`config.mk`:
```
export PLATFORM = sky130hd
export DESIGN_NAME = ex_mem_reg_flat
export DESIGN_NICKNAME = d
export VERILOG_FILES = /design/src/logic/core_pkg.sv /design/src/logic/stage_if.sv /design/src/logic/ex_mem_reg.sv /design/src/flat_wrapper.sv
export VERILOG_INCLUDE_DIRS = /design/src /design/src/logic
export SDC_FILE = /design/constraint.sdc
export NUM_CORES = 1
export LEC_CHECK = 0
export ABC_AREA = 1
export ABC_CLOCK_PERIOD_IN_PS = 1000
export BUFFER_PORTS_ARGS = -buffer_cell sky130_fd_sc_hd__buf_2
export CAP_MARGIN = 20
export CORE_AREA = 2 2 111 113
export CTS_CLUSTER_SIZE = 16
export DETAILED_ROUTE_END_ITERATION = 10
export DIE_AREA = 0 0 113 115
export HOLD_SLACK_MARGIN = 0.1
export MAX_ROUTING_LAYER = met4
export SYNTH_ARGS = -nofsm -noshare
export SYNTH_HDL_FRONTEND = slang
export SYNTH_SLANG_ARGS = --single-unit
export TNS_END_PERCENT = 20
```
`constraint.sdc`:
```
create_clock -name clk -period 1 [get_ports clk]
set_input_delay 0.05 -clock clk [delete_from_list [all_inputs] [get_ports clk]]
set_output_delay 0.05 -clock clk [all_outputs]
set_load 0.01 [all_outputs]
```
`src/logic/core_defs.svh`:
```
`ifndef CORE_DEFS_SVH
`define CORE_DEFS_SVH

// datapath width, also used for load/store addresses.
`define CORE_XLEN 32

// destination register number width.
`define CORE_REG_AW 5

`define CORE_PC_W 32 // program counter width.

// private data memory depth, counted in 32-bit words.
`define CORE_DMEM_WORDS 256

`endif

```
`src/logic/core_pkg.sv`:
```
`include "core_defs.svh"

package core_pkg;

    // operations that reach the back end after decode.
    typedef enum logic [3:0] {
        ADD = 4'd0,
        SUB = 4'd1,
        AND = 4'd2,
        OR  = 4'd3,
        XOR = 4'd4,
        SLT = 4'd5, // signed compare, result is 1 or 0.
        LB  = 4'd6,
        LBU = 4'd7,
        LH  = 4'd8,
        LHU = 4'd9,
        LW  = 4'd10,
        SB  = 4'd11,
        SH  = 4'd12,
        SW  = 4'd13
    } op_e;

    // payload handed from one pipeline stage to the next.
    typedef struct packed {
        op_e                     op;
        logic [`CORE_REG_AW-1:0] rd;
        logic                    rd_en;      // clear for stores and for x0.
        logic [`CORE_XLEN-1:0]   result;     // alu result or effective address.
        logic [`CORE_XLEN-1:0]   store_data;
        logic [`CORE_PC_W-1:0]   pc;
    } stage_t;

endpackage

```
`src/logic/stage_if.sv`:
```
`timescale 1ns/10ps

// one pipeline stage boundary: a valid bit and the instruction payload.
interface stage_if;

    logic             valid;
    core_pkg::stage_t payload;

    // the producing stage.
    modport src (
        output valid,
        output payload
    );

    // the consuming stage.
    modport dst (
        input valid,
        input payload
    );

endinterface

```
`src/logic/ex_mem_reg.sv`:
```
`timescale 1ns/10ps

module ex_mem_reg (
    input  logic clk,
    input  logic arst_n_i,
    input  logic stall_i,
    stage_if.dst ex_i,
    stage_if.src mem_o
);

    logic             valid_q;
    core_pkg::stage_t payload_q;

    // hold under stall so the memory stage sees the same instruction until it may proceed.
    always_ff @(posedge clk or negedge arst_n_i) begin
        if (!arst_n_i) begin
            valid_q   <= 1'b0;
            payload_q <= '0;
        end else if (stall_i) begin
            valid_q   <= valid_q;
            payload_q <= payload_q;
        end else begin
            valid_q   <= ex_i.valid;
            payload_q <= ex_i.payload;
        end
    end

    assign mem_o.valid   = valid_q;
    assign mem_o.payload = payload_q;

    // the issue side keeps its instruction through a stall, so nothing is lost when it ends.
    a_hold_on_stall : assert property (
        @(posedge clk) disable iff (!arst_n_i)
        stall_i |=> ($stable(ex_i.valid) && $stable(ex_i.payload))
    ) else $error("ex_mem_reg: execute stage changed its instruction during a stall");

endmodule

```
`src/flat_wrapper.sv`:
```
// flat-port wrapper written by rule: the top's interface ports become plain ports
module ex_mem_reg_flat 
  (clk, arst_n_i, stall_i, ex_i_valid, ex_i_payload, mem_o_valid, mem_o_payload);
  stage_if ex_i_i ();
  stage_if mem_o_i ();
  input  logic clk;
  input  logic arst_n_i;
  input  logic stall_i;
  input wire logic [$bits(ex_i_i.valid)-1:0] ex_i_valid;
  input wire logic [$bits(ex_i_i.payload)-1:0] ex_i_payload;
  output wire logic [$bits(mem_o_i.valid)-1:0] mem_o_valid;
  output wire logic [$bits(mem_o_i.payload)-1:0] mem_o_payload;
  assign ex_i_i.valid = ex_i_valid;
  assign ex_i_i.payload = ex_i_payload;
  assign mem_o_valid = mem_o_i.valid;
  assign mem_o_payload = mem_o_i.payload;
  ex_mem_reg u_core (.clk(clk), .arst_n_i(arst_n_i), .stall_i(stall_i), .ex_i(ex_i_i), .mem_o(mem_o_i));
endmodule
```
==> results.txt <==
* Global placement routability congestion: approximately 0.79
- From left edge to right edge, the die measures ~110 um.
- In the synthesized netlist the async set-or-reset flop fraction comes to between 90% and 100%.
- The finished cells cover around 0.0067 mm^2.
- Setup violations remaining at the end of the flow were counted as 0.
* Count of pins over their slew limit: 0
- Sequence of cells on the critical path: buf_2
* Sequential cell area fraction in the yosys report: 66.3%
* Worst slew pin tran: around 0.42 ns
* Worst-case clock skew: 0 ns
- Detailed-route DRC error count: 17
* # fillers: 1037
- Clock-pin slew was measured on the worst setup and hold paths at 0.07 ns.
- The number of cells on the worst reg-to-reg path is 2.
* Number of top-level pins: 217
- CTS Root Cell: sky130_fd_sc_hd__clkbuf_16
- Number of nets in the layout: around 890
- Gates resized during post-CTS repair numbered 0.
- Std cell rows: 40
* Main area contributors after synthesis: sky130_fd_sc_hd__dfrtp_1, sky130_fd_sc_hd__nand2_1, sky130_fd_sc_hd__buf_2
- Deepest level of the CTS H-tree: 3
- For this design the ratio of total power to cell area is 1520 mW/mm^2.
* Number of max-cap violations: 0
* Fraction of layout instances using a drive strength above 1: 31.3%
* Crit-path max cell delay: 0.41 ns
* Cell with the most instances after synthesis: sky130_fd_sc_hd__nand2_1
- Dividing the synthesized area by the synthesized cell count gives 8.94 um^2.
* First-pass GRT wire length: 19200 um
* Final hold violations: 0
* Number of buffer and inverter stages on the critical path: 1
- After detailed routing, the average wire length per cell comes to 12.7 um.
* Post-CTS setup buffer count: 0
- Clock tree from TritonCTS: built
- Measured on the finished design, the core utilization comes to 56.5%.
* Cell variety after synth: 6
* Final worst slack: 0.0567 ns
* Clock buffer count from CTS: 9
* DR iter-0 viols: 215
- Average via count per standard cell: 4.29
- Category of cells accounting for the largest share of critical-path delay: flip-flops
- In this run, post-CTS hold repair placed 108 buffers.
* Clock power share: 33.4%
- The tightest min-delay check is of the input port to async pin type.
* Vias in the first global route: 4051
- Highest clock rate: 1060 MHz
- The most used flip-flop cell after synthesis is sky130_fd_sc_hd__dfrtp_1.
- Clock Latency Late Sink: about 0.32 ns
- Clock buffer depth: 2
* Post-place setup slack: around 0.17 ns
- The completed layout was analyzed and its total power is 10.1 mW.
- Clock sink total: 107
- The routed design could run at a clock period as short as 0.943 ns.
- In the synthesized netlist, the number of instances is roughly 450.
* Library cell occupying the most area in the post-synthesis netlist: sky130_fd_sc_hd__dfrtp_1
- Maximum resistive drop on vdd: 1.08 mV
- The number of antenna diodes in the final layout is 0.
* Internal Pwr Total: 7.45 mW
* Maximum number of pins on one net before global-route repair: 68
- The worst register-to-register path begins at u_core.mem_o.payload[82].
- Detailed-placement wirelength estimate: 7500 um
- The share of total power dissipated in combinational logic is 18.1%.
* Crit end category: output port
- The initial antenna violation count is 0.
- The number of nets in the synthesized netlist is 562.
- The area growth from synthesis to layout is 65.2%.
- In this run the tightest slew margin relative to its limit is between 70% and 80%.
* Global routing usage summed across all routing layers: 18.8%
- Count of nets left with antenna violations after detail routing: 0
- Area enclosed by the die boundary: 0.0130 mm^2
- For this design the total switching power over the nets is 2.69 mW.
- Type of element launching the critical path: flop
* Flop pwr share: around half
* Most frequent cells after synthesis: sky130_fd_sc_hd__nand2_1, sky130_fd_sc_hd__dfrtp_1, sky130_fd_sc_hd__buf_2, sky130_fd_sc_hd__buf_6, sky130_fd_sc_hd__buf_4
- Crit Path Category: flop to output port
- Measured along the y axis, the die boundary spans 115 um.
- Count of warnings emitted by yosys: 0
- For flop-to-flop paths, the worst setup slack is between 0.3 and 0.4 ns.
- Of all nets on the critical path, the largest fanout is 2.
- Gr ovfl total: 0
- Req. time, crit path: approximately 0.95 ns
- STA puts the critical path data arrival time at 0.89 ns.
- In this run the critical register-to-register path is captured at u_core.mem_o.payload[82].
- Count of buffers from port buffering: 216
- Final-layout setup total negative slack: 0 ns
* Post-Syn Area: 0.00404 mm^2
- Final cycle utilization of the critical path: between 90% and 100%
- The final reports fail on DRC.
* # placed instances: 803
- Post-placement cell area: 0.00530 mm^2
* Result of the run: finished with violations
- Unrepaired setup endpoints after global routing: no
- Net switching is 26.5% of the power.
* Floorplan core area: roughly 0.012 mm^2
- Of the post-synthesis cell area, the dominant cell type holds between 60% and 70%.
* Router iterations before antenna repair: 7
- Final instance count without filler cells: 927
- Worst hold margin: 0.173 ns
- The routed layout has around 4000 vias.
- Starting density of the core: 34.2%
- Total length of routed wires: 11800 um
- The slowest stage of the critical path belongs to the cell sky130_fd_sc_hd__dfrtp_1.
- Yosys reg bits: 107
* Leakage power figure: 3.79 nW
- The synthesized design contains 0 enable-type register cells.
-- how the worst max path moves through the flow --
stage	from	to	slack [ns]	depth (start not counted)
after global routing	u_core.mem_o.payload[85]	mem_o_payload[85]	0.03	1
after CTS	u_core.mem_o.payload[8]	mem_o_payload[8]	0.04	1
after global placement	stall_i	u_core.mem_o.payload[30]	0.20	4
final	u_core.mem_o.valid	mem_o_valid	0.06	1
after floorplan	stall_i	u_core.mem_o.payload[10]	0.31	5
after detailed placement	stall_i	u_core.mem_o.payload[22]	0.17	4
-- power by group through the flow --
stage               logic [mW]  clock network, mW  registers, mW
floorplan                0.471                  0           5.17
CTS                       1.84               3.50           4.91
finish                    1.84               3.39           4.91
detailed placement        1.52                  0           4.98
global placement          1.49                  0           4.98
global route              2.04               3.67           4.96
-- area by class of cell --
| type | count | area (um^2) | share of cell area [%] |
|---|---|---|---|
| Tap cell | 147 | 184 | 2.76 |
| Timing Repair Buffer | 335 | 2310 | 34.7 |
| Multi-Input combinational cell | 321 | 1200 | 18.1 |
| Inverter | 1 | 6.26 | 0.0938 |
| Clock inverter | 5 | 35.0 | 0.525 |
| Sequential cell | 107 | 2680 | 40.1 |
| Clock buffer | 11 | 253 | 3.79 |
-- flip-flops by register name, summed over array words and instances, names as in the netlist --
register              flops
u_core.mem_o.payload    106
u_core.mem_o.valid        1
-- worst reg2reg max path, cell delays in order (launching register included) --
cell                      delay [ns]
sky130_fd_sc_hd__dfrtp_1        0.39
sky130_fd_sc_hd__nand2_1        0.09
sky130_fd_sc_hd__nand2_1        0.06
-- cell usage in the layout, fill, tap and decap left out, drive strengths merged --
master         n
clkinvlp       1
clkbuf        11
inv            3
clkinv         2
dfrtp        107
nand2        321
buf          227
dlygate4sd3  108
-- layer usage --
layer / vias to the layer above / track usage [%] / routed length [um]
met4: 0 / 6.34 / 206
met5: - / - / 0
li1: 1991 / - / -
met3: 21 / 3.06 / 792
met2: 164 / 31.0 / 5680
met1: 1805 / 23.7 / 5140
-- kinds of logic (layout without fill, tap and decap cells) --
kind of cell           after synthesis  after routing  synth area share [%]
and+or+nand+nor                    321            321                  29.8
buffers and inverters               24            352                  3.90
DFF                                107            107                  66.3
(Power assumes the default switching activity.)
