==> config.mk <==
export PLATFORM = sky130hd
export DESIGN_NAME = execute_unit_flat
export DESIGN_NICKNAME = d
export VERILOG_FILES = /design/src/logic/core_pkg.sv /design/src/logic/stage_if.sv /design/src/logic/execute_unit.sv /design/src/flat_wrapper.sv
export VERILOG_INCLUDE_DIRS = /design/src /design/src/logic
export SDC_FILE = /design/constraint.sdc
export NUM_CORES = 1
export LEC_CHECK = 0
export ABC_AREA = 1
export BUFFER_PORTS_ARGS = -buffer_cell sky130_fd_sc_hd__buf_2
export CORE_ASPECT_RATIO = 1.4
export CORE_MARGIN = 1.5
export CORE_UTILIZATION = 54
export DETAILED_ROUTE_END_ITERATION = 7
export PLACE_DENSITY = 0.82
export SYNTH_ARGS = -nofsm -noshare
export SYNTH_HDL_FRONTEND = slang
export SYNTH_SLANG_ARGS = --single-unit
==> constraint.sdc <==
create_clock -name vclk -period 7.7
set_input_delay 0.77 -clock vclk [all_inputs]
set_output_delay 0.77 -clock vclk [all_outputs]
set_load 0.01 [all_outputs]
==> src/logic/core_defs.svh <==
`ifndef CORE_DEFS_SVH
`define CORE_DEFS_SVH

// datapath width, also used for load/store addresses.
`define CORE_XLEN 32

// destination register number width.
`define CORE_REG_AW 5

`define CORE_PC_W 32 // program counter width.

// private data memory depth, counted in 32-bit words.
`define CORE_DMEM_WORDS 256

`endif

==> src/logic/core_pkg.sv <==
`include "core_defs.svh"

package core_pkg;

    // operations that reach the back end after decode.
    typedef enum logic [3:0] {
        ADD = 4'd0,
        SUB = 4'd1,
        AND = 4'd2,
        OR  = 4'd3,
        XOR = 4'd4,
        SLT = 4'd5, // signed compare, result is 1 or 0.
        LB  = 4'd6,
        LBU = 4'd7,
        LH  = 4'd8,
        LHU = 4'd9,
        LW  = 4'd10,
        SB  = 4'd11,
        SH  = 4'd12,
        SW  = 4'd13
    } op_e;

    // payload handed from one pipeline stage to the next.
    typedef struct packed {
        op_e                     op;
        logic [`CORE_REG_AW-1:0] rd;
        logic                    rd_en;      // clear for stores and for x0.
        logic [`CORE_XLEN-1:0]   result;     // alu result or effective address.
        logic [`CORE_XLEN-1:0]   store_data;
        logic [`CORE_PC_W-1:0]   pc;
    } stage_t;

endpackage

==> src/logic/stage_if.sv <==
`timescale 1ns/10ps

// one pipeline stage boundary: a valid bit and the instruction payload.
interface stage_if;

    logic             valid;
    core_pkg::stage_t payload;

    // the producing stage.
    modport src (
        output valid,
        output payload
    );

    // the consuming stage.
    modport dst (
        input valid,
        input payload
    );

endinterface

==> src/logic/execute_unit.sv <==
`timescale 1ns/10ps
`include "core_defs.svh"

module execute_unit (
    input  logic                    issue_valid_i,
    input  core_pkg::op_e           issue_op_i,
    input  logic [`CORE_XLEN-1:0]   issue_rs1_i,
    input  logic [`CORE_XLEN-1:0]   issue_rs2_i,
    input  logic [`CORE_XLEN-1:0]   issue_imm_i,
    input  logic [`CORE_REG_AW-1:0] issue_rd_i,
    input  logic [`CORE_PC_W-1:0]   issue_pc_i,
    stage_if.src                    ex_o
);

    logic [`CORE_XLEN-1:0] eff_addr;
    logic                  less_than;
    logic                  writes_rd;
    core_pkg::stage_t      ex_d;

    assign eff_addr  = issue_rs1_i + issue_imm_i; // loads and stores use base plus offset.
    assign less_than = $signed(issue_rs1_i) < $signed(issue_rs2_i);

    always_comb begin
        ex_d      = '0;
        writes_rd = 1'b0;
        ex_d.op   = issue_op_i;
        ex_d.rd   = issue_rd_i;
        ex_d.pc   = issue_pc_i;
        case (issue_op_i)
            core_pkg::ADD: begin
                ex_d.result = issue_rs1_i + issue_rs2_i;
                writes_rd   = 1'b1;
            end
            core_pkg::SUB: begin
                ex_d.result = issue_rs1_i - issue_rs2_i;
                writes_rd   = 1'b1;
            end
            core_pkg::AND: begin
                ex_d.result = issue_rs1_i & issue_rs2_i;
                writes_rd   = 1'b1;
            end
            core_pkg::OR: begin
                ex_d.result = issue_rs1_i | issue_rs2_i;
                writes_rd   = 1'b1;
            end
            core_pkg::XOR: begin
                ex_d.result = issue_rs1_i ^ issue_rs2_i;
                writes_rd   = 1'b1;
            end
            core_pkg::SLT: begin
                ex_d.result = {{(`CORE_XLEN-1){1'b0}}, less_than};
                writes_rd   = 1'b1;
            end
            core_pkg::LB, core_pkg::LBU, core_pkg::LH, core_pkg::LHU, core_pkg::LW: begin
                ex_d.result     = eff_addr;
                ex_d.store_data = issue_rs2_i;
                writes_rd       = 1'b1;
            end
            core_pkg::SB, core_pkg::SH, core_pkg::SW: begin
                ex_d.result     = eff_addr;
                ex_d.store_data = issue_rs2_i;
            end
            default: ex_d.result = '0;
        endcase
        // x0 is never written, so the enable drops here once for the whole back end.
        ex_d.rd_en = writes_rd && (issue_rd_i != '0);
    end

    always_comb begin
        if (issue_valid_i) begin
            assert (issue_op_i inside {[core_pkg::ADD:core_pkg::SW]})
                else $error("execute_unit: illegal op %0d issued", issue_op_i);
        end
    end

    assign ex_o.valid   = issue_valid_i;
    assign ex_o.payload = ex_d;

endmodule

==> src/flat_wrapper.sv <==
// flat-port wrapper written by rule: the top's interface ports become plain ports
module execute_unit_flat 
  (issue_valid_i, issue_op_i, issue_rs1_i, issue_rs2_i, issue_imm_i, issue_rd_i, issue_pc_i, ex_o_valid, ex_o_payload);
  stage_if ex_o_i ();
  input  logic issue_valid_i;
  input  core_pkg::op_e issue_op_i;
  input  logic [`CORE_XLEN-1:0] issue_rs1_i;
  input  logic [`CORE_XLEN-1:0] issue_rs2_i;
  input  logic [`CORE_XLEN-1:0] issue_imm_i;
  input  logic [`CORE_REG_AW-1:0] issue_rd_i;
  input  logic [`CORE_PC_W-1:0] issue_pc_i;
  output wire logic [$bits(ex_o_i.valid)-1:0] ex_o_valid;
  output wire logic [$bits(ex_o_i.payload)-1:0] ex_o_payload;
  assign ex_o_valid = ex_o_i.valid;
  assign ex_o_payload = ex_o_i.payload;
  execute_unit u_core (.issue_valid_i(issue_valid_i), .issue_op_i(issue_op_i), .issue_rs1_i(issue_rs1_i), .issue_rs2_i(issue_rs2_i), .issue_imm_i(issue_imm_i), .issue_rd_i(issue_rd_i), .issue_pc_i(issue_pc_i), .ex_o(ex_o_i));
endmodule
==> run metrics, run 1 <==
Yosys top cell by area sky130_fd_sc_hd__ha_1; proportion of power drawn by the clock network 0%; Floorplan Core Area 13,800 um2; diode insertion count for antenna repair 0; remaining max-slew budget at the tightest pin 33.4%; Post-Syn Area between 7000 and 8000 um2; fraction of the yosys area taken by sequential cells 0%; final count of pins violating max slew 0; MaxCap Viol Count 0; post-cts resize count 0; number of global-route vias before repair 8,674; total number of sequential cells 0; Lkg Pwr around 0.0054 uW; post-layout minimum cycle time 4.74 ns; final number of setup-violating endpoints 0; Die Span Y 143 um; number of antenna violations at the first check in global routing 1; global-route wire length before repair roughly 44,000 um; cell internal power dissipation 245 uW; post-CTS setup buffer count 0; worst endpoint required time 6.93 ns; Hold/Removal Path Class in2out; switching power as a share of total power 66.0%; number of I/O pins 245; most frequent cells after synthesis sky130_fd_sc_hd__nand2_1 (437), sky130_fd_sc_hd__inv_1 (303), sky130_fd_sc_hd__nor2_1 (190); number of failing hold endpoints at the final stage 0; Arrival @ worst endpoint 3.97 ns; worst slack at placement 2.98 ns; antenna violation net count after detailed routing 0; HPWL reported at the end of detailed placement 24,100 um; Hold-fix buffers, CTS 0; Residual DRC 0; GRT Residual Overflow 0; Warnings, synthesis 0; signed area change from the synthesized netlist to the final layout 9.57%; share of the synthesized area in the top cell type 21.8%; total net switching power between 400 and 500 uW; average instance area after synthesis 5.16 um2; PortBufs 179; run status complete, no violations; worst vdd rail ir drop 0.0451 mV; first-iteration detailed-routing DRC count 463; power share of the sequential group 0%; count of TritonRoute iterations in the first routing pass 6; slew of the pin with the lowest slew margin around 0.99 ns; total number of nets in the final design between 1,500 and 2,000; Core Rows 51; average wire per standard cell 16.3 um; total routing resource utilization after global routing 38.8%; Initial Util 55.0%; Vias 9,456; total power per unit cell area 86.8 nW/um2; ratio of cells with drive above 1 in the final layout 13.1%; Logic pwr share 100.0%; setup_tns 0 ns; library cell with the highest instance count after synthesis sky130_fd_sc_hd__nand2_1; fin util 60.3%; leading post-synthesis cells by cell area sky130_fd_sc_hd__ha_1 (22%), sky130_fd_sc_hd__nand2_1 (22%), sky130_fd_sc_hd__inv_1 (15%); Post-Place Cells about 1,800; type of origin of the critical path primary input; Crit Path Category in2out; Die X 103 um; crit end category output port; fill cell instance count of the final layout about 1,500; Cell Count, Final, Fillers Out 1,773; final critical-path share of the clock period 61.5%; count of distinct cell types in the synthesized netlist 37; biggest fanout along the worst timing path 95; net count after synthesis 1,742; unrepaired setup endpoints after global routing false; total length of routed wires 28,800 um; global placement routability congestion 1.02; routed via count divided by cell count 5.33; overall die area 14,800 um2; largest net degree at the start of global routing 96; number of clock buffers in the layout 0; achievable frequency 211 MHz; total area of sequential cells 0 um2; slack of the critical path just under 3 ns; Synth Instances 1,470
-- layout make-up --
type / instances / area [um2] / area share [%]
tap: 185 / 231 / 2.79
timing repair buffer: 182 / 918 / 11.1
multi-input combinational: 1098 / 6000 / 72.2
inverter: 308 / 1160 / 13.9
-- through the flow --
step	instance area [um2]	hold slack (ns)	power, uW
floorplan	7580	1.63	490
global placement	8310	1.54	695
detailed placement	8310	1.54	702
CTS	8310	1.54	706
global route	8310	1.54	807
finish	8310	1.54	721
-- worst paths after layout --
check	end	slack, ns	startpoint	depth (start not counted)
hold / removal	ex_o_payload[14]	1.54	issue_pc_i[14]	0
setup / recovery	ex_o_payload[74]	2.96	issue_op_i[1]	18
-- power by group through the flow --
stage	Combinational, uW	Clock (uW)	Sequential (uW)
after global placement	695	0	0
after global routing	807	0	0
after CTS	706	0	0
after detailed placement	702	0	0
after floorplan	490	0	0
final	721	0	0
-- critical path, cell delays in order --
cell                      delay, ns
sky130_fd_sc_hd__buf_2         0.12
sky130_fd_sc_hd__inv_1         0.09
sky130_fd_sc_hd__o21ai_1       0.26
sky130_fd_sc_hd__nand2_4       0.49
sky130_fd_sc_hd__nor2_1        0.26
sky130_fd_sc_hd__a21oi_1       0.07
sky130_fd_sc_hd__ha_1          0.28
sky130_fd_sc_hd__fa_1          0.44
sky130_fd_sc_hd__nand3_1       0.12
sky130_fd_sc_hd__nand2_2       0.11
sky130_fd_sc_hd__nand2_1       0.09
sky130_fd_sc_hd__nand2_2       0.06
sky130_fd_sc_hd__nand2_1       0.06
sky130_fd_sc_hd__nand2_1       0.10
sky130_fd_sc_hd__or2_2         0.29
sky130_fd_sc_hd__nand3_1       0.08
sky130_fd_sc_hd__nand3_1       0.10
sky130_fd_sc_hd__buf_2         0.16
-- layout by cell type (no fill, tap or decap), types with 6 or more instances in the layout --
cell type,count
sky130_fd_sc_hd__a221oi_1,25
sky130_fd_sc_hd__o21ai_0,21
sky130_fd_sc_hd__nand4_1,12
sky130_fd_sc_hd__nor3_1,10
sky130_fd_sc_hd__o21bai_1,8
sky130_fd_sc_hd__inv_1,303
sky130_fd_sc_hd__or2_2,8
sky130_fd_sc_hd__nand3_1,126
sky130_fd_sc_hd__a21oi_1,83
sky130_fd_sc_hd__o211ai_1,6
sky130_fd_sc_hd__buf_2,179
sky130_fd_sc_hd__nand2_1,436
sky130_fd_sc_hd__nand3b_1,9
sky130_fd_sc_hd__nor2_1,190
sky130_fd_sc_hd__ha_1,132
-- per-layer routing --
metal / share of wire [%] / vias to the layer above / track usage [%]
met5: 0 / - / 0
met4: 12 / 0 / 40.3
met3: 8.7 / 168 / 8.08
met2: 43 / 475 / 61.7
met1: 36 / 4044 / 40.4
li1: - / 4769 / -
-- cells by family after synthesis --
kind of cell | Yosys count | share of synthesized area, %
buf+inv | 372 | 21.0
compound gates | 154 | 12.3
simple gates | 805 | 43.8
fa+ha+maj | 134 | 22.3
xor+xnor | 5 | 0.578
(Power assumes the default switching activity.)
==> run 2: changes to the inputs <==
ABC_AREA = 0   (was 1)
CORE_UTILIZATION = 52   (was 54)
PLACE_DENSITY = 0.83   (was 0.82)
clock period = 4.6 ns   (was 7.7 ns; I/O delays follow)
==> run 2 against run 1 <==
Against the previous run:
- sequential share of layout area did not move
- combinational power grew 54%
- die area is 14% lower
- global-route usage is 7.8 points lower
- power rose by 54%
- critical path type unchanged
- largest power group unchanged
==> run metrics, run 2 <==
leading post-synthesis cells by cell area sky130_fd_sc_hd__ha_1 (26%), sky130_fd_sc_hd__a21oi_1 (6.6%), sky130_fd_sc_hd__nor2_1 (6.2%); total power per unit cell area 157 nW/um2 (+81%); net count after synthesis 1,168 (-33%); crit end category output port; total number of sequential cells 0 (unchanged); Floorplan Core Area 11,800 um2 (-15%); worst endpoint required time 4.14 ns (-2.79 ns); Yosys top cell by area sky130_fd_sc_hd__ha_1; Warnings, synthesis 0 (unchanged); overall die area 12,700 um2 (-14%); total area of sequential cells 0 um2 (unchanged); antenna violation net count after detailed routing 0 (unchanged); fraction of the yosys area taken by sequential cells 0% (unchanged); type of origin of the critical path primary input; achievable frequency 224 MHz; remaining max-slew budget at the tightest pin 26.1% (-7.3 points); Post-Syn Area 6250 um2 (-18%); Core Rows 47 (-7.8%); final count of pins violating max slew 0 (unchanged); number of clock buffers in the layout 0 (unchanged); ratio of cells with drive above 1 in the final layout 24.8% (+12 points); global-route wire length before repair 32,100 um (-26%); share of the synthesized area in the top cell type 26.4% (+4.6 points); signed area change from the synthesized netlist to the final layout 13.1%; count of TritonRoute iterations in the first routing pass 8 (+2); Lkg Pwr 0.00368 uW (-32%); unrepaired setup endpoints after global routing false; GRT Residual Overflow 0 (unchanged); total number of nets in the final design 1,298 (-30%); most common library cell in the layout ignoring fill and taps sky130_fd_sc_hd__buf_2; Hold/Removal Path Class in2out; setup_tns 0 ns (unchanged); fill cell instance count of the final layout 1,163 (-23%); largest net degree at the start of global routing 34 (-65%); Vias 7,194 (-24%); diode insertion count for antenna repair 0 (unchanged); count of distinct cell types in the synthesized netlist 73 (+97%); HPWL reported at the end of detailed placement 16,400 um (-32%); number of antenna violations at the first check in global routing 0 (-1); first-iteration detailed-routing DRC count 415 (-10%); average wire per standard cell 17.6 um (+8.2%); final critical-path share of the clock period 97.1%; Arrival @ worst endpoint 4.01 ns (+0.04 ns); worst vdd rail ir drop 0.0822 mV (+82%); routed via count divided by cell count 6.14 (+15%); most frequent cells after synthesis sky130_fd_sc_hd__ha_1 (132), sky130_fd_sc_hd__nor2_1 (104), sky130_fd_sc_hd__inv_1 (95); number of I/O pins 245 (unchanged); Residual DRC 0 (unchanged); commonest cells after routing, fill and taps aside sky130_fd_sc_hd__buf_2 (179), sky130_fd_sc_hd__ha_1 (132), sky130_fd_sc_hd__nor2_1 (104), sky130_fd_sc_hd__inv_1 (95), sky130_fd_sc_hd__a21oi_1 (82); Crit Path Category in2out; overall power 1110 uW (+54%); post-layout minimum cycle time between 4 and 5 ns; global placement routability congestion 0.971 (-5.1%); Die X 95.6 um (-7.3%); PortBufs 179 (unchanged); slew of the pin with the lowest slew margin 1.11 ns (+0.120 ns); final number of setup-violating endpoints 0 (unchanged); Synth Instances 896 (-39%); total length of routed wires 20,600 um (-29%); Initial Util 53.1% (-1.9 points); number of global-route vias before repair 6,797 (-22%); run status complete, no violations; MaxCap Viol Count 0 (unchanged); total routing resource utilization after global routing 31.1% (-7.8 points); library cell with the highest instance count after synthesis sky130_fd_sc_hd__ha_1; biggest fanout along the worst timing path 17 (-82%); number of failing hold endpoints at the final stage 0 (unchanged); average instance area after synthesis 6.97 um2 (+35%); Die Span Y 133 um (-7.3%)
-- run 2: power breakdown --
part	switching (uW)	internal, uW
Sequential	0	0
Combinational	644	467
Clock	0	0
-- run 2: stage by stage --
stage / hold WS (ns) / cells / instance area [um2] / util (%) / worst slack (ns)
floorplan: 1.01 / 896 / 6260 / - / 0.0839
global placement: 0.920 / 1167 / 7010 / 59.6 / 0.173
detailed placement: 0.920 / 1167 / 7010 / 59.6 / 0.148
CTS: 0.920 / 1167 / 7010 / 59.6 / 0.126
global route: 0.920 / 1171 / 7060 / 60.1 / 0.00771
finish: 0.920 / 1171 / 7060 / 60.1 / 0.134
-- run 2: worst paths after layout --
check | from | slack, ns | depth (start not counted) | end
setup / recovery | issue_op_i[2] | 0.13 | 16 | ex_o_payload[92]
hold / removal | issue_pc_i[17] | 0.92 | 0 | ex_o_payload[17]
-- run 2: kinds of logic after synthesis --
family	after synthesis	synth area share (%)
buffers and inverters	166	13.5
muxes	34	6.07
AOI/OAI and AO/OA	293	31.1
and+or+nand+nor	232	17.0
adders and majority gates	134	27.1
xor gates and xnor gates	37	5.19
-- run 2: layout make-up --
class | instances | area (um2) | area share, %
Multi-Input combinational cell | 730 | 5450 | 77.1
Tap cell | 147 | 184 | 2.60
Timing Repair Buffer | 199 | 1080 | 15.2
Inverter | 95 | 357 | 5.05
-- run 2: routing by layer --
metal  part of all wire, %  track usage, %  vias to the layer above
met3                   8.3            4.25                      146
met2                    49            54.1                      398
met5                     0               0                        -
met1                    36            34.2                     3236
met4                   7.2            19.9                        0
li1                      -               -                     3414
-- run 2: what timing repair did --
item	in CTS	in global routing
buffers inserted	0	3
endpoints found under the hold margin	0	0
hold buffers	0	0
resized for setup	0	3
endpoints found under the setup margin	0	4
-- run 2: worst max-delay path, cell delays in order --
cell and delay, ns:
sky130_fd_sc_hd__buf_2 0.10, sky130_fd_sc_hd__nand2_1 0.12, sky130_fd_sc_hd__xnor2_4 0.27, sky130_fd_sc_hd__buf_12 0.20, sky130_fd_sc_hd__mux2_2 0.38, sky130_fd_sc_hd__fa_2 0.40
sky130_fd_sc_hd__a211oi_2 0.22, sky130_fd_sc_hd__o21ai_1 0.14, sky130_fd_sc_hd__o21ai_2 0.25, sky130_fd_sc_hd__nand4b_4 0.15, sky130_fd_sc_hd__a311oi_4 0.40, sky130_fd_sc_hd__o31ai_2 0.11
sky130_fd_sc_hd__a21oi_2 0.15, sky130_fd_sc_hd__xnor2_1 0.09, sky130_fd_sc_hd__a2111o_1 0.43, sky130_fd_sc_hd__buf_2 0.15
